$ cat config.mk
export PLATFORM = sky130hd
export DESIGN_NAME = mmio_top
export DESIGN_NICKNAME = d
export VERILOG_FILES = /design/src/verilog/mmio_pkg.sv /design/src/verilog/ls_router.sv /design/src/verilog/mmr_timer.sv /design/src/verilog/irq_ctrl.sv /design/src/verilog/mmio_top.sv
export SDC_FILE = /design/constraint.sdc
export NUM_CORES = 1
export LEC_CHECK = 0
export ABC_AREA = 1
export BUFFER_PORTS_ARGS = -buffer_cell sky130_fd_sc_hd__buf_4
export CAP_MARGIN = 5
export CORE_MARGIN = 8
export CORE_UTILIZATION = 60
export CTS_BUF_LIST = sky130_fd_sc_hd__clkbuf_2
export DETAILED_ROUTE_END_ITERATION = 10
export PLACE_DENSITY = 0.84
export SLEW_MARGIN = 20
export SYNTH_ARGS = -nofsm -noshare
export SYNTH_HDL_FRONTEND = slang
export SYNTH_SLANG_ARGS = --single-unit
$ cat constraint.sdc
create_clock -name clk_in -period 7.7 [get_ports clk_in]
set_input_delay 0.77 -clock clk_in [delete_from_list [all_inputs] [get_ports clk_in]]
set_output_delay 0.77 -clock clk_in [all_outputs]
set_load 0.02 [all_outputs]
$ cat src/verilog/mmio_pkg.sv
// MMIO slice shared definitions
// Widths, load/store request and response structs, the machine timer
// register map and the interrupt vector and cause encodings
package mmio_pkg;

   // ------------------------------------------------------------
   // Widths and base types
   // ------------------------------------------------------------
   localparam int XLEN      = 32;                   // Data and address width
   localparam int TIME_W    = 64;                   // mtime and mtimecmp width
   localparam int MMR_OFS_W = 6;                    // Byte offset inside the timer window
   localparam int MMR_SPAN  = 64;                   // Timer window size in bytes

   typedef logic [XLEN-1:0] addr_t;
   typedef logic [XLEN-1:0] data_t;

   // Core side and external I/O side, full word accesses only
   typedef struct packed {
      addr_t addr;                                  // Byte address, word aligned
      logic  rd;                                    // Load
      logic  wr;                                    // Store
      data_t wr_data;                               // Store data
   } ls_req_t;

   typedef struct packed {
      data_t rd_data;                               // Load data, zero for a store
      logic  fault;                                 // Access error
   } ls_rsp_t;

   // Timer block access, offset already relative to the window base
   typedef struct packed {
      logic                 rd;
      logic                 wr;
      logic [MMR_OFS_W-1:0] offset;
      data_t                wr_data;
   } mmr_req_t;

   typedef struct packed {
      data_t rd_data;
      logic  fault;                                 // Unmapped or misaligned offset
   } mmr_rsp_t;

   // Timer register map
   localparam logic [MMR_OFS_W-1:0] OFS_MSIP        = 6'h00;
   localparam logic [MMR_OFS_W-1:0] OFS_MIE         = 6'h04;
   localparam logic [MMR_OFS_W-1:0] OFS_MTIMECMP_LO = 6'h08;
   localparam logic [MMR_OFS_W-1:0] OFS_MTIMECMP_HI = 6'h0C;
   localparam logic [MMR_OFS_W-1:0] OFS_MTIME_LO    = 6'h10;
   localparam logic [MMR_OFS_W-1:0] OFS_MTIME_HI    = 6'h14;

   // ------------------------------------------------------------
   // Interrupts
   // ------------------------------------------------------------
   typedef logic [2:0] irq_vec_t;                   // One bit per source
   localparam int IRQ_SW    = 0;
   localparam int IRQ_TIMER = 1;
   localparam int IRQ_EXT   = 2;

   typedef logic [3:0] cause_t;
   localparam cause_t CAUSE_NONE  = 4'd0;
   localparam cause_t CAUSE_SW    = 4'd3;           // Machine software interrupt
   localparam cause_t CAUSE_TIMER = 4'd7;           // Machine timer interrupt
   localparam cause_t CAUSE_EXT   = 4'd11;          // Machine external interrupt

endpackage

$ cat src/verilog/ls_router.sv
`timescale 1ns/1ps
// Load/store router
// Takes one core load or store at a time and steers it either to the
// machine timer registers or to the external I/O bus. Both sides use a
// req/ack handshake where req stays high until its ack
module ls_router
#(
   parameter mmio_pkg::addr_t MMR_BASE = 32'h0200_0000   // Base of the timer window
)
(
   input  logic               clk_in,
   input  logic               rst_n,

   // Core side
   input  logic               core_req,                  // Held until core_ack
   input  mmio_pkg::ls_req_t  core_req_data,
   output logic               core_ack,                  // One cycle pulse
   output mmio_pkg::ls_rsp_t  core_rsp,

   // External I/O bus
   output logic               io_req,                    // Held until io_ack
   output mmio_pkg::ls_req_t  io_req_data,
   input  logic               io_ack,
   input  mmio_pkg::ls_rsp_t  io_rsp,

   // Timer registers, answered in the same cycle
   output logic               mmr_req,
   output mmio_pkg::mmr_req_t mmr_req_data,
   input  mmio_pkg::mmr_rsp_t mmr_rsp
);
   import mmio_pkg::*;

   typedef enum logic [1:0]
   {
      ST_IDLE,                                           // Waiting for core_req
      ST_MMR,                                            // Timer answer on core_rsp
      ST_EXT,                                            // External access in flight
      ST_DONE                                            // One cycle gap after core_ack
   } state_t;

   state_t state;
   addr_t  win_ofs;                                      // Address relative to MMR_BASE
   logic   mmr_hit;
   logic   accept;
   logic   io_done;

   // ------------------------------------------------------------
   // Address decode
   // ------------------------------------------------------------
   // Unsigned subtract, anything below the base wraps to a large value
   assign win_ofs = core_req_data.addr - MMR_BASE;
   assign mmr_hit = (win_ofs < addr_t'(MMR_SPAN));
   assign accept  = (state == ST_IDLE) && core_req;
   assign io_done = (state == ST_EXT) && io_req && io_ack;

   // Timer access goes out in the accepting cycle
   assign mmr_req              = accept && mmr_hit;
   assign mmr_req_data.rd      = core_req_data.rd;
   assign mmr_req_data.wr      = core_req_data.wr;
   assign mmr_req_data.offset  = win_ofs[MMR_OFS_W-1:0];   // Window is 64 bytes
   assign mmr_req_data.wr_data = core_req_data.wr_data;

   // ------------------------------------------------------------
   // Control FSM
   // ------------------------------------------------------------
   always_ff @(posedge clk_in or negedge rst_n)
   begin
      if (!rst_n)
      begin
         state    <= ST_IDLE;
         core_ack <= 1'b0;
         io_req   <= 1'b0;
      end
      else
      begin
         case (state)
            ST_IDLE:
            begin
               if (accept && mmr_hit)
               begin
                  core_ack <= 1'b1;                      // Timer answered this cycle
                  state    <= ST_MMR;
               end
               else if (accept)
               begin
                  io_req <= 1'b1;                        // Out on the bus next cycle
                  state  <= ST_EXT;
               end
            end
            ST_MMR:
            begin
               core_ack <= 1'b0;
               state    <= ST_DONE;
            end
            ST_EXT:
            begin
               // Same state covers the wait and the ack cycle
               if (core_ack)
               begin
                  core_ack <= 1'b0;
                  state    <= ST_DONE;
               end
               else if (io_done)
               begin
                  io_req   <= 1'b0;
                  core_ack <= 1'b1;
               end
            end
            default: state <= ST_IDLE;                   // Gap so a held req is not retaken
         endcase
      end
   end

   // ------------------------------------------------------------
   // Request and response holding registers
   // ------------------------------------------------------------
   always_ff @(posedge clk_in)
   begin
      if (accept && !mmr_hit)
         io_req_data <= core_req_data;                   // Stable while io_req is high

      if (mmr_req)
      begin
         core_rsp.rd_data <= mmr_rsp.rd_data;
         core_rsp.fault   <= mmr_rsp.fault;
      end
      else if (io_done)
      begin
         core_rsp.rd_data <= io_req_data.wr ? '0 : io_rsp.rd_data;   // Stores return zero
         core_rsp.fault   <= io_rsp.fault;
      end
   end

endmodule

$ cat src/verilog/mmr_timer.sv
`timescale 1ns/1ps
// Machine timer register block
// Holds msip, the interrupt enables, mtimecmp and a prescaled mtime.
// Register reads are answered combinationally, writes land on the clock
// edge. Drives the software and timer interrupt sources
module mmr_timer
#(
   parameter int TIMER_DIV = 4                           // Clocks per mtime increment
)
(
   input  logic               clk_in,
   input  logic               rst_n,

   input  logic               mmr_req,                   // One cycle access strobe
   input  mmio_pkg::mmr_req_t mmr_req_data,
   output mmio_pkg::mmr_rsp_t mmr_rsp,

   output mmio_pkg::irq_vec_t irq_src,                   // Software and timer sources
   output mmio_pkg::irq_vec_t irq_en                     // Enable bits from mie
);
   import mmio_pkg::*;

   localparam int PS_W = $clog2(TIMER_DIV + 1);          // Wide enough for TIMER_DIV of 1

   logic [PS_W-1:0]   ps_cnt;                            // Prescaler
   logic              tick;                              // mtime advances this cycle
   logic [TIME_W-1:0] mtime;
   logic [TIME_W-1:0] mtime_inc;
   logic [TIME_W-1:0] mtimecmp;
   logic              msip;
   irq_vec_t          mie;

   logic              reg_hit;                           // Offset names a register
   data_t             rd_value;
   data_t             wdata;
   logic              wr_en;

   // ------------------------------------------------------------
   // Offset decode and read mux
   // ------------------------------------------------------------
   always_comb
   begin
      reg_hit  = 1'b1;
      rd_value = '0;
      case (mmr_req_data.offset)
         OFS_MSIP:        rd_value = data_t'(msip);
         OFS_MIE:         rd_value = data_t'(mie);
         OFS_MTIMECMP_LO: rd_value = mtimecmp[XLEN-1:0];
         OFS_MTIMECMP_HI: rd_value = mtimecmp[TIME_W-1:XLEN];
         OFS_MTIME_LO:    rd_value = mtime[XLEN-1:0];
         OFS_MTIME_HI:    rd_value = mtime[TIME_W-1:XLEN];
         default:         reg_hit  = 1'b0;              // Unmapped or misaligned
      endcase
   end

   assign wdata = mmr_req_data.wr_data;
   assign wr_en = mmr_req && mmr_req_data.wr && reg_hit;   // Faulting writes are dropped

   // Zero data on a fault or a store
   assign mmr_rsp.rd_data = (mmr_req && mmr_req_data.rd && reg_hit) ? rd_value : '0;
   assign mmr_rsp.fault   = mmr_req && !reg_hit;

   // ------------------------------------------------------------
   // Prescaler and mtime
   // ------------------------------------------------------------
   assign tick      = (ps_cnt == PS_W'(TIMER_DIV - 1));
   assign mtime_inc = mtime + TIME_W'(tick);

   always_ff @(posedge clk_in or negedge rst_n)
   begin
      if (!rst_n)
         ps_cnt <= '0;
      else if (tick)
         ps_cnt <= '0;
      else
         ps_cnt <= ps_cnt + 1'b1;
   end

   // A half write replaces that half, the other half keeps counting
   always_ff @(posedge clk_in or negedge rst_n)
   begin
      if (!rst_n)
         mtime <= '0;
      else if (wr_en && (mmr_req_data.offset == OFS_MTIME_LO))
         mtime <= {mtime_inc[TIME_W-1:XLEN], wdata};
      else if (wr_en && (mmr_req_data.offset == OFS_MTIME_HI))
         mtime <= {wdata, mtime_inc[XLEN-1:0]};
      else
         mtime <= mtime_inc;
   end

   // ------------------------------------------------------------
   // Compare, software interrupt and enable registers
   // ------------------------------------------------------------
   always_ff @(posedge clk_in or negedge rst_n)
   begin
      if (!rst_n)
      begin
         mtimecmp <= '1;                                 // No timer interrupt out of reset
         msip     <= 1'b0;
         mie      <= '0;
      end
      else if (wr_en)
      begin
         case (mmr_req_data.offset)
            OFS_MSIP:        msip                    <= wdata[0];
            OFS_MIE:         mie                     <= wdata[$bits(irq_vec_t)-1:0];
            OFS_MTIMECMP_LO: mtimecmp[XLEN-1:0]      <= wdata;
            OFS_MTIMECMP_HI: mtimecmp[TIME_W-1:XLEN] <= wdata;
            default:         msip                    <= msip;   // mtime handled above
         endcase
      end
   end

   // Interrupt sources, external bit belongs to the interrupt controller
   assign irq_src[IRQ_SW]    = msip;
   assign irq_src[IRQ_TIMER] = (mtime >= mtimecmp);
   assign irq_src[IRQ_EXT]   = 1'b0;
   assign irq_en             = mie;

endmodule

$ cat src/verilog/irq_ctrl.sv
`timescale 1ns/1ps
// Interrupt controller
// Merges the external interrupt with the timer block sources, masks them
// with the enables, picks the cause by priority and keeps the sleep state
module irq_ctrl
(
   input  logic               clk_in,
   input  logic               rst_n,

   input  mmio_pkg::irq_vec_t irq_src,                   // Software and timer sources
   input  mmio_pkg::irq_vec_t irq_en,                    // Per source enables
   input  logic               ext_irq,                   // External interrupt line
   input  logic               wfi,                       // One cycle wait-for-interrupt

   output mmio_pkg::irq_vec_t irq_pending,
   output mmio_pkg::cause_t   irq_cause,
   output logic               sleeping
);
   import mmio_pkg::*;

   irq_vec_t src_all;                                    // All three sources
   logic     any_pending;

   // ------------------------------------------------------------
   // Masking and cause priority
   // ------------------------------------------------------------
   assign src_all     = irq_src | irq_vec_t'(ext_irq << IRQ_EXT);
   assign irq_pending = src_all & irq_en;
   assign any_pending = |irq_pending;

   // External first, then timer, then software
   always_comb
   begin
      if (irq_pending[IRQ_EXT])
         irq_cause = CAUSE_EXT;
      else if (irq_pending[IRQ_TIMER])
         irq_cause = CAUSE_TIMER;
      else if (irq_pending[IRQ_SW])
         irq_cause = CAUSE_SW;
      else
         irq_cause = CAUSE_NONE;
   end

   // ------------------------------------------------------------
   // Sleep state
   // ------------------------------------------------------------
   // Any enabled pending interrupt wakes the core, and it also
   // wins over a wfi in the same cycle
   always_ff @(posedge clk_in or negedge rst_n)
   begin
      if (!rst_n)
         sleeping <= 1'b0;
      else if (any_pending)
         sleeping <= 1'b0;
      else if (wfi)
         sleeping <= 1'b1;                               // Stay asleep until woken
   end

endmodule

$ cat src/verilog/mmio_top.sv
`timescale 1ns/1ps
// MMIO slice top level
// Load/store router, machine timer registers and interrupt controller
module mmio_top
#(
   parameter mmio_pkg::addr_t MMR_BASE  = 32'h0200_0000, // Timer window base
   parameter int              TIMER_DIV = 4              // Clocks per mtime tick
)
(
   input  logic               clk_in,
   input  logic               rst_n,

   // Core load/store port
   input  logic               core_req,
   input  mmio_pkg::ls_req_t  core_req_data,
   output logic               core_ack,
   output mmio_pkg::ls_rsp_t  core_rsp,

   // External I/O bus
   output logic               io_req,
   output mmio_pkg::ls_req_t  io_req_data,
   input  logic               io_ack,
   input  mmio_pkg::ls_rsp_t  io_rsp,

   // Interrupts and sleep
   input  logic               ext_irq,
   input  logic               wfi,
   output mmio_pkg::irq_vec_t irq_pending,
   output mmio_pkg::cause_t   irq_cause,
   output logic               sleeping
);
   import mmio_pkg::*;

   logic     mmr_req;                                    // Router to timer strobe
   mmr_req_t mmr_req_data;
   mmr_rsp_t mmr_rsp;
   irq_vec_t irq_src;                                    // Timer block sources
   irq_vec_t irq_en;                                     // mie contents

   // ------------------------------------------------------------
   // Load/store routing
   // ------------------------------------------------------------
   ls_router #(.MMR_BASE(MMR_BASE)) i_router
   (
      .clk_in        (clk_in),
      .rst_n         (rst_n),
      .core_req      (core_req),
      .core_req_data (core_req_data),
      .core_ack      (core_ack),
      .core_rsp      (core_rsp),
      .io_req        (io_req),                           // External bus master side
      .io_req_data   (io_req_data),
      .io_ack        (io_ack),
      .io_rsp        (io_rsp),
      .mmr_req       (mmr_req),
      .mmr_req_data  (mmr_req_data),
      .mmr_rsp       (mmr_rsp)
   );

   // Timer registers and interrupt sources
   mmr_timer #(.TIMER_DIV(TIMER_DIV)) i_timer
   (
      .clk_in        (clk_in),
      .rst_n         (rst_n),
      .mmr_req       (mmr_req),
      .mmr_req_data  (mmr_req_data),
      .mmr_rsp       (mmr_rsp),
      .irq_src       (irq_src),
      .irq_en        (irq_en)
   );

   irq_ctrl i_irq_ctrl
   (
      .clk_in        (clk_in),
      .rst_n         (rst_n),
      .irq_src       (irq_src),
      .irq_en        (irq_en),
      .ext_irq       (ext_irq),
      .wfi           (wfi),
      .irq_pending   (irq_pending),
      .irq_cause     (irq_cause),
      .sleeping      (sleeping)
   );

endmodule

# After elaboration in Yosys (flattened, before gate mapping)
# Cells that the tools add are included.
[classes]
n_addsub = 3
n_mul = 0
div = 0
n_lt_le_gt_ge = 2
eq_ne = 15
shifts = 0
muxes = 27
n_bitwise = 2
reduce_logical = 29
[ops]
columns = ["cell", "count"]
rows = [
  ["$pmux W32 S6", 1],
  ["$mux W64", 2],
  ["$mux W33", 2],
  ["$add A64 B1 Y64", 1],
  ["$ge A64 B64 Y1", 1],
  ["$mux W32", 2],
  ["$lt A32 B7 Y1 const B", 1],
  ["$sub A32 B26 Y32 const B", 1],
  ["$eq A6 B4 Y1 const B", 2],
  ["$eq A6 B5 Y1 const B", 2],
  ["$logic_and A1 B1 Y1", 12],
  ["$reduce_and A2 Y1", 6],
  ["$mux W1", 10],
  ["$mux W2", 4],
  ["$mux W4", 2],
  ["$ne A2 B1 Y1 const B", 4],
  ["$eq A6 B3 Y1 const B", 1],
  ["$logic_not A6 Y1", 1],
  ["$pmux W2 S3", 1],
  ["$reduce_bool A2 Y1", 3],
  ["$reduce_or A6 Y1", 1],
  ["$reduce_and A5 Y1", 1],
  ["$ne A2 B2 Y1 const B", 2],
  ["$add A3 B1 Y3 const B", 1],
  ["other kinds (13)", 14],
]
[totals]
regBits = 239
latchBits = 0
ramBits = 0
mem_bits_ro = 0
out_inout_bits = 109
mem_count = 0

# Longest topological paths before layout
# Gate-level depths: netlist (run 1).
[depth]
ltp_word = 8
mapped_depth = 18

# By module
# A second synthesis (run 1) with hierarchy kept.
[hier_totals]
hier_cells = 1728
hier_area_um2 = 14031.0
[by_module_without_submodules]
columns = ["module", "n_inst", "cells_each", "area_per_inst_um2", "seq_area_each_um2"]
rows = [
  ["mmr_timer", 1, 1389, 9738.1, 3458.3],
  ["ls_router", 1, 324, 4197.8, 3072.9],
  ["irq_ctrl", 1, 15, 95.1, 25.0],
]

# Least setup slack after synthesis (run 1)
# Ideal clock, no wire load.
[synth_timing]
path_kind = "input-to-reg"
from = "input port core_req_data[59] (netlist bit)"
to = "register, netlist name i_router.io_req_data[0]"
setup_time_ns = 0.512
arrival_ns = 4.476
t_required_ns = 7.188
slack_ns = 2.713
stages = 6
path_buffers = 0
path_cell_list = "inv_2 > ha_1 > xnor2_1 > nand4_1 > nor3_2 > a21oi_1"
[synth_between]
elab_chain_cells = 4
[synth_rtl]
columns = ["element", "line_no", "rtl"]
rows = [
  ["start, declared", "mmio_top.sv:15", "input mmio_pkg::ls_req_t core_req_data,"],
  ["$sub A32 B26 Y32", "ls_router.sv:51", "assign win_ofs = core_req_data.addr - MMR_BASE;"],
  ["$lt A32 B7 Y1", "ls_router.sv:52", "assign mmr_hit = (win_ofs < addr_t'(MMR_SPAN));"],
  ["$logic_not A1 Y1", "ls_router.sv:119", "if (accept && !mmr_hit)"],
  ["$logic_and A1 B1 Y1", "ls_router.sv:119", ""],
]
# No other way between the ends.
# A chain may end at the register's enable or synchronous reset.

# Worst setup path after layout (run 1)
[layout_timing]
from = "register i_timer.mtimecmp[63]"
to = "output port irq_cause[1]"
[layout_between]
elab_chain_cells = 5
[layout_rtl]
columns = ["element", "line_no", "rtl"]
rows = [
  ["start, declared", "mmr_timer.sv:29", "logic [TIME_W-1:0] mtimecmp;"],
  ["start signal, assigned by index", "mmr_timer.sv:108", "OFS_MTIMECMP_LO: mtimecmp[XLEN-1:0] <= wdata;"],
  ["start signal, assigned by index", "mmr_timer.sv:109", "OFS_MTIMECMP_HI: mtimecmp[TIME_W-1:XLEN] <= wdata;"],
  ["$ge A64 B64 Y1", "mmr_timer.sv:117", "assign irq_src[IRQ_TIMER] = (mtime >= mtimecmp);"],
  ["$or A2 B3 Y3", "irq_ctrl.sv:27", "assign src_all = irq_src | irq_vec_t'(ext_irq << IRQ_EXT);"],
  ["$and A3 B3 Y3", "irq_ctrl.sv:28", "assign irq_pending = src_all & irq_en;"],
  ["$mux W4", "irq_ctrl.sv:36", "else if (irq_pending[IRQ_TIMER])"],
  ["$mux W4", "irq_ctrl.sv:34", "if (irq_pending[IRQ_EXT])"],
  ["end, declared", "mmio_top.sv:29", "output mmio_pkg::cause_t irq_cause,"],
]
# No other way between the ends.

==> results of run 1 <==
## final timing paths
kind,to,cells after the start
worst max-delay path,irq_cause[1],13
worst min-delay path,i_router.io_req_data[51]$_DFFE_PP_,1
worst max register to register,i_timer.mtimecmp[53]$_DFFE_PN1P_,8
worst min register to register,i_timer.ps_cnt[0]$_DFF_PN0_,1
max in group asynchronous,i_timer.mtime[36]$_DFF_PN0_,3
min in group asynchronous,i_router.io_req$_DFFE_PN0P_,2
## through the flow
stage	total power, mW	area (sq um)	instances	util (%)	hold slack [ps]
finish	2.966	16270	2214	72.32	63.06
global route	3.081	16270	2214	72.32	8.565
CTS	2.959	16120	2196	71.62	3.312
detailed placement	2.032	15490	2083	68.83	430.9
global placement	2.013	15490	2083	68.83	420.6
floorplan	1.779	13680	1632	-	409.9
## state kept, by name, indices dropped and copies added (netlist names)
register / count
i_router.core_ack: 1
i_timer.mtime: 64
i_timer.irq_en: 3
i_router.state: 2
i_timer.ps_cnt: 3
i_router.core_rsp: 33
i_irq_ctrl.sleeping: 1
i_router.io_req_data: 66
i_timer.msip: 1
i_timer.mtimecmp: 64
i_router.io_req: 1
## cell usage after synthesis (2+ instances only)
library cell	n	area [sq um]
o21ai_0	47	235.2
a221oi_1	29	254.0
edfxtp_1	99	2973
buf_4	6	45.04
inv_2	3	11.26
nor3_2	3	30.03
dfstp_2	64	1682
dfrtp_1	76	1902
nor2_2	2	12.51
xor2_1	34	297.8
o21ai_2	6	52.55
o21a_1	5	37.54
or2_2	4	25.02
nor2_1	130	488.0
a22oi_1	2	15.01
a21oi_1	41	205.2
nand4_1	103	644.4
buf_2	19	95.09
a21o_1	4	30.03
ha_1	72	900.9
inv_1	221	829.6
nor2_4	3	33.78
nand2_1	420	1577
nand3_2	4	40.04
o22ai_1	33	206.5
nand3_1	62	310.3
o21ai_1	41	205.2
xnor2_1	8	70.07
nand3b_1	5	37.54
nor4_1	2	12.51
clkbuf_1	33	123.9
nor3_1	36	180.2
## kinds of logic (layout without fill, tap and decap cells)
family / Yosys count / count (layout) / share of synthesized area (%)
simple gates: 783 / 783 / 25.36
buf+inv: 285 / 579 / 8.211
flops: 239 / 239 / 47.91
compound gates: 211 / 211 / 9.244
fa+ha+maj: 72 / 72 / 6.583
xor+xnor: 42 / 42 / 2.688
other cells: 0 / 3 / 0
## power groups by stage
| stage | Combinational, mW | Sequential [mW] | Clock, mW |
|---|---|---|---|
| after floorplan | 0.140 | 1.64 | 0 |
| after global placement | 0.499 | 1.51 | 0 |
| after detailed placement | 0.514 | 1.52 | 0 |
| after CTS | 0.515 | 1.49 | 0.949 |
| after global routing | 0.560 | 1.50 | 1.02 |
| final | 0.524 | 1.50 | 0.947 |
## final cells by class
type	count	area, sq um	area share (%)
diodes	3	7.507	0.04613
clock inverters	28	196.4	1.207
repair buffers	242	1861	11.43
clock buffers	84	420.4	2.583
flip-flops and latches	239	6556	40.29
multi-input cells	1108	6031	37.06
well taps	285	356.6	2.191
inverters	225	844.6	5.190
## critical path: cells and delay by family, from the launching register on
kind	cells	cell delay, ps
and+or+nand+nor	10	1650
DFF	1	550
adders and majority gates	1	300
buffers and inverters	2	210
## routing by layer
layer	up-vias	global-route usage (%)	part of all wire [%]
met5	-	0	0
met4	0	10.61	2.7
met3	110	6.903	9.0
met2	691	51.73	48
met1	6131	39.00	40
li1	6000	-	-
==> results.yml, run 1 <==
outcome:
  outcome: "finished, final reports clean"
clock_network:
  cts_tree: "yes"
  cts_resized: 0
  numCtsBuffers: 59
  clock_sinks: 239
  cts_max_level: 2
  clockRootBuffer: "clkbuf_2"
  ctsHoldBuffers: 1
  path_clk_slew_ps: 110
  clockBufferDepth: 3
  postCtsSetupBuffers: 0
  clkLatencyLatePin_ps: 900
global_route:
  grt_start_max_net_pins: 80
  grt_overflow_total: 0
  grt_pass1_wl_um: 68940
  antenna_found_initial: 1
  grt_pass1_vias: 12916
  grt.total_usage_pct: 30.91
floorplan:
  core_sq_mm: 0.02250
  die_y_um: 167.0
  die-area_sq_mm: 0.02790
  start_util_pct: 60.81
  die_w_um: 167.0
  io-pin-count: 214
  num_rows: 55
setup_path:
  cpMostUsedCell: "nand2_1"
  crit_type: "reg -> out"
  critPathCaptureType: "primary output"
  crit_path_top_delay_cell: "dfstp_2"
  crit_start: "i_timer.mtimecmp[63]$_DFFE_PN1P_"
  worstPathRequired_ps: 6930
  path_max_fanout: 3
  cpPeakStageDelay_ps: 550
  reg2reg_slack_ps: 4200
  r2r_start: "i_router.state[0]$_DFFE_PN0P_"
  start_kind: "flop"
  crit_path_cell_trace: "inv_1, ha_1, nand2_1, nor2_1, nand2_1, nor3_1, nand2_1, nor2_1, nand2_1, nand2_1, nand2_1, nand2_1, buf_4"
  arrival_ps: 3610
timing:
  relSlewSlack_pct: 35.10
  drv_slew: 0
  worst_slew_pin_slew_ps: 972.3
  fmax_mhz: 228.3
  hold_viol_final: 0
  post-route-period-util_pct: 56.88
  fin_skew_ps: 89.93
  final.setup.tns_ps: 0
  fin_ws_ps: 3320
  setup_violations: 0
  period_minus_slack_ps: 4380
  rsz0062_at_grt: "no"
synthesis:
  avgSynthCellArea_sq_um: 8.385
  yosysWarnings: 0
  ys_seq_elements: 239
  ys_seq_area_share_pct: 47.91
  synth_edf_count: 99
  synthArstFlopShare_pct: 58.58
  ys_types: 47
  synthFlopType: "edfxtp_1"
  synth_area_sq_mm: 0.01368
  syn_nets: 1809
  netlist_instances: 1632
drt:
  drc: 0
  wirelength_um: 44900
  drtAntennaViolNets: 0
  drt_iter0_markers: 1219
  avgRoutedWirePerCell_um: 20.28
  vias_per_cell: 5.841
  vias: 12932
  dr.pass1.iters: 7
final_layout:
  area_growth_pct: 18.92
  fillers: 1777
  layout.cells.most_common: "nand2_1"
  nets: 2052
  drive_above_1_share_pct: 21.50
  final_cell_mix: "419 x nand2_1, 225 x buf_4, 221 x inv_1"
pwr:
  power.internal_mw: 2.053
  clockPowerShare_pct: 31.9
  power_frac_comb_pct: 17.7
  power_switching_share_pct: 30.80
  p_switching_uw: 913.5
  power_density_mw_per_mm2: 182.3
  p_leak_nw: 7.297
  vdd_drop_max_v: 0.0001801
  p_seq_share_pct: 50.4
flow_run:
  drv_cap: 0
hold_path:
  min_from: "core_req_data[51]"
  hp-class: "in -> reg"
placed_design:
  port_buffers: 213
  place_congestion: 1.019
  dpl.hpwl_um: 32230
  dp_slack_ps: 3585
Note: power is estimated with default switching activity, not from simulation.
==> run 2, diff against run 1 <==
Settings changed: CORE_UTILIZATION 60 to 54, PLACE_DENSITY 0.84 to 0.8.
Clock period 7.7 ns to 3.95 ns, I/O delays scaled along.
==> results.yml, run 2 (synthesized netlist as in run 1, its figures left out) <==
outcome:
  outcome: "finished, final reports clean"
setup_path:
  reg2regPathDepth: 14
  r2r-end: "i_irq_ctrl.sleeping$_DFFE_PN0P_"
  cpPeakStageDelay_ps: 550
  cpMostUsedCell: "nand2_1"
  crit_start: "i_timer.mtimecmp[63]$_DFFE_PN1P_"
  start_kind: "flop"
  worstPathRequired_ps: 3560
  critPathCaptureType: "primary output"
  crit_path_top_delay_cell: "dfstp_2"
  crit_path_cell_trace: "inv_1, ha_1, nand2_1, nor2_1, nand2_1, nor3_1, nand3_1, nand2_1, nor2_1, nand2_1, nand2_1, nand2_1, buf_4"
  reg2reg_slack_ps: 930
  path_max_fanout: 3
  r2r_start: "i_timer.mtimecmp[63]$_DFFE_PN1P_"
  arrival_ps: 3330
  cp-endpoint: "irq_cause[0]"
  crit_type: "reg -> out"
placed_design:
  dpl_cell_area_sq_mm: 0.01562
  dp_slack_ps: 758.3
  port_buffers: 213
  dpl.hpwl_um: 34270
  place_congestion: 1.003
drt:
  wirelength_um: 48260
  vias: 13237
  drc: 0
  drtAntennaViolNets: 0
  drt_iter0_markers: 1125
  dr.pass1.iters: 6
  avgRoutedWirePerCell_um: 20.46
  vias_per_cell: 5.611
clock_network:
  clockRootBuffer: "clkbuf_2"
  clock_sinks: 239
  cts_tree: "yes"
  postCtsSetupBuffers: 0
  clkLatencyLatePin_ps: 920
  clockBufferDepth: 3
  cts_max_level: 2
  path_clk_slew_ps: 130
  numCtsBuffers: 61
global_route:
  grt.total_usage_pct: 30.98
  antenna_found_initial: 1
  grt_overflow_total: 0
  grt_pass1_vias: 13553
  grt_pass1_wl_um: 74840
  grt_start_max_net_pins: 83
timing:
  fin_ws_ps: 228.3
  period_minus_slack_ps: 3722
  worst_slew_pin_slew_ps: 1049
  rsz0062_at_grt: "no"
  fmax_mhz: 268.7
  hold_viol_final: 0
  final.setup.tns_ps: 0
  drv_slew: 0
  hold_ws_ps: 132.3
  relSlewSlack_pct: 29.10
  fin_skew_ps: 101.1
  setup_violations: 0
  post-route-period-util_pct: 94.22
hold_path:
  hp-class: "in -> async"
floorplan:
  core_sq_mm: 0.02504
  die_w_um: 175.2
  num_rows: 58
  start_util_pct: 54.66
  die-area_sq_mm: 0.03069
  die_y_um: 175.2
  io-pin-count: 214
final_layout:
  area_growth_pct: 25.95
  largest_reg_flops: 66
  final_cell_mix: "419 x nand2_1, 235 x buf_4, 221 x inv_1"
  drive_above_1_share_pct: 21.56
  layout.cells.most_common: "nand2_1"
  largest_register: "i_router.io_req_data"
  multi_input_area_sq_mm: 0.006033
  fillers: 2006
  register_area_sq_mm: 0.006556
  final_cell_area_sq_mm: 0.01724
  largest_registers: "i_router.io_req_data: 66 flops, i_timer.mtime: 64 flops, i_timer.mtimecmp: 64 flops"
  nets: 2152
flow_run:
  drv_cap: 0
pwr:
  p_leak_nw: 7.715
  power_density_mw_per_mm2: 334.1
  vdd_drop_max_v: 0.0002761
run 2: cell count changes in the layout (fill, tap and decap cells not counted), moves of 3 or more:
cell	delta
dlygate4sd3_1	+88
clkbuf_2	+18
buf_4	+10
clkinv_1	-9
clkinv_2	-4
bufinv_16	-3
run 2: worst min-delay path by stage:
stage                                            end  slack [ps]
global placement         i_timer.ps_cnt[0]$_DFF_PN0_         420
floorplan            i_irq_ctrl.sleeping$_DFFE_PN0P_         100
global route         i_irq_ctrl.sleeping$_DFFE_PN0P_         130
detailed placement  i_timer.mtimecmp[26]$_DFFE_PN1P_         450
finish               i_irq_ctrl.sleeping$_DFFE_PN0P_         130
CTS                       i_timer.mtime[1]$_DFF_PN0_         110
run 2: area by class of cell:
type                            count  area share, %
Sequential cell                   239          38.04
Tap cell                          330          2.396
Multi-Input combinational cell   1108          35.01
Clock buffer                      102          2.962
Clock inverter                     13         0.3267
Inverter                          225          4.900
Antenna cell                        2        0.02904
Timing Repair Buffer              340          16.34
run 2: metrics by stage:
step	utilization (%)	cells	total power, mW
floorplan	-	1632	3.458
global placement	62.39	2138	3.937
detailed placement	62.39	2138	3.971
CTS	68.81	2357	5.744
global route	68.84	2359	5.993
finish	68.84	2359	5.759
run 2: timing repair:
action,CTS,global route
setup endpoints to repair,0,2
hold endpoints to repair,309,0
gates resized for setup,0,1
hold buffers,104,0
run 2: critical path: cells and delay by family, from the launching register on:
family | cells | cell delay (ps)
fa+ha+maj | 1 | 290
buf+inv | 2 | 210
flops | 1 | 550
simple gates | 10 | 1380
run 2: power by group:
part / switching, mW / internal, mW
clock: 1.06 / 0.678
combinational: 0.675 / 0.427
sequential: 0.0749 / 2.85
total: 1.81 / 3.95
run 2: metal layers:
metal  GRT usage [%]  up-vias  share of wire (%)
li1                -     6230                  -
met4           10.84        0                3.3
met5               0        -                  0
met3           7.619      119                9.2
met2           51.84      674                 47
met1           38.50     6214                 40
==> run 3, diff against run 2 <==
Settings changed: CORE_MARGIN 8 to unset, PLACE_DENSITY 0.8 to unset, PLACE_DENSITY_LB_ADDON set to 0.2.
==> results.yml, run 3 (synthesized netlist as in run 1, its figures left out) <==
timing:
  fin_skew_ps: 59.00
  fmax_mhz: 270.8
  worst_slew_pin_slew_ps: 990.5
  final.setup.tns_ps: 0
  period_minus_slack_ps: 3693
  drv_slew: 0
  post-route-period-util_pct: 93.50
  relSlewSlack_pct: 33.97
  setup_violations: 0
  rsz0062_at_grt: "no"
  hold_viol_final: 0
placed_design:
  port_buffers: 213
  place_congestion: 1.004
  dpl.hpwl_um: 32850
clock_network:
  clkLatencyLatePin_ps: 850
  cts_tree: "yes"
  numCtsBuffers: 66
  clockBufferDepth: 3
  clockRootBuffer: "clkbuf_2"
  path_clk_slew_ps: 100
  clock_sinks: 239
  postCtsSetupBuffers: 0
  cts_max_level: 3
setup_path:
  crit_path_top_delay_cell: "dfstp_2"
  arrival_ps: 3300
  start_kind: "flop"
  worstPathRequired_ps: 3560
  cpMostUsedCell: "nand2_1"
  path_max_fanout: 3
  critPathCaptureType: "primary output"
  cpPeakStageDelay_ps: 550
  crit_path_cell_trace: "inv_1, ha_1, nand2_1, nor2_1, nand4_1, nor2_1, nand2_1, nand2_1, nand2_1, nand2_1, nand2_1, nand2_1, buf_4"
  crit_type: "reg -> out"
final_layout:
  final_cell_mix: "420 x nand2_1, 233 x buf_4, 221 x inv_1"
  fillers: 1953
  largest_registers: "i_router.io_req_data: 66 flops, i_timer.mtime: 64 flops, i_timer.mtimecmp: 64 flops"
  layout.cells.most_common: "nand2_1"
  largest_reg_flops: 66
  fin_util_pct: 70.39
  area_growth_pct: 26.56
  drive_above_1_share_pct: 21.53
  nets: 2154
  largest_register: "i_router.io_req_data"
drt:
  vias: 13473
  avgRoutedWirePerCell_um: 20.05
  drt_iter0_markers: 1186
  drc: 0
  vias_per_cell: 5.721
  wirelength_um: 47210
  drtAntennaViolNets: 0
  dr.pass1.iters: 5
global_route:
  grt_overflow_total: 0
  grt_start_max_net_pins: 83
  grt_pass1_wl_um: 73010
  antenna_found_initial: 1
  grt_pass1_vias: 13276
  grt.total_usage_pct: 36.87
floorplan:
  start_util_pct: 55.62
  die_w_um: 161.2
  num_rows: 57
  core_sq_mm: 0.02460
  die-area_sq_mm: 0.02598
  die_y_um: 161.2
  io-pin-count: 214
flow_run:
  drv_cap: 0
outcome:
  outcome: "finished, final reports clean"
pwr:
  power_density_mw_per_mm2: 347.7
  vdd_drop_max_v: 0.0003342
  p_leak_nw: 7.748
hold_path:
  hp-class: "in -> reg"
run 3: final cells by class:
cell class              instances  area, sq um  area share [%]
clock inverters                23        181.4           1.048
clock buffers                  98        490.5           2.832
well taps                     324        405.4           2.341
flip-flops and latches        239         6556           37.86
multi-input cells            1108         6028           34.81
diodes                          1        2.502         0.01445
inverters                     225        844.6           4.876
repair buffers                337         2810           16.23
run 3: worst paths after layout:
| check | start | to | slack [ps] | depth (start not counted) |
|---|---|---|---|---|
| max in group asynchronous | rst_n | i_timer.mtimecmp[49]$_DFFE_PN1P_ | 2760 | 3 |
| hold / removal | io_ack | i_router.core_ack$_DFFE_PN0P_ | 80 | 5 |
| setup reg to reg | i_timer.mtimecmp[23]$_DFFE_PN1P_ | i_irq_ctrl.sleeping$_DFFE_PN0P_ | 910 | 14 |
| setup / recovery | i_timer.mtimecmp[23]$_DFFE_PN1P_ | irq_cause[1] | 260 | 13 |
| min in group asynchronous | rst_n | i_timer.mtime[63]$_DFF_PN0_ | 180 | 2 |
| hold reg to reg | i_timer.ps_cnt[0]$_DFF_PN0_ | i_timer.ps_cnt[0]$_DFF_PN0_ | 450 | 1 |
run 3: routing by layer:
layer | wire (um) | up-vias | share of wire, % | GRT usage (%)
li1 | - | 6230 | - | -
met3 | 4266 | 121 | 9.0 | 8.166
met2 | 22170 | 681 | 47 | 59.66
met5 | 0 | - | 0 | 0
met4 | 1589 | 0 | 3.4 | 14.32
met1 | 19180 | 6441 | 41 | 48.38
run 3: what timing repair did:
| action | CTS | global route |
|---|---|---|
| hold buffers | 102 | 0 |
| resized for setup | 0 | 0 |
| hold endpoints to repair | 263 | 0 |
run 3: through the flow:
step / hold slack (ps) / power (mW) / worst slack, ps / area [sq um] / instances
3_3_place_gp: 418.6 / 3.936 / 1150 / 15620 / 2131
5_1_grt: 71.34 / 6.242 / 40.76 / 17320 / 2355
2_1_floorplan: 99.41 / 3.458 / 826.0 / 13690 / 1632
3_5_place_dp: 434.2 / 3.966 / 1163 / 15620 / 2131
6_report: 75.92 / 6.021 / 256.8 / 17320 / 2355
4_1_cts: 18.41 / 6.018 / 218.7 / 17320 / 2354
run 3: worst max-delay path, delay by kind of cell, from the launching register on:
kind | cells | cell delay [ps]
flip-flops | 1 | 550
buffers and inverters | 2 | 220
AND/OR/NAND/NOR | 10 | 1350
adder cells (fa/ha/maj) | 1 | 320
run 3: where the power goes:
group | switching [mW] | total, mW | leakage (nW) | internal (mW)
sequential | 0.0694 | 2.92 | 2.48 | 2.85
combinational | 0.668 | 1.10 | 4.78 | 0.432
clock | 1.14 | 2.00 | 0.493 | 0.867
total | 1.87 | 6.02 | 7.75 | 4.15
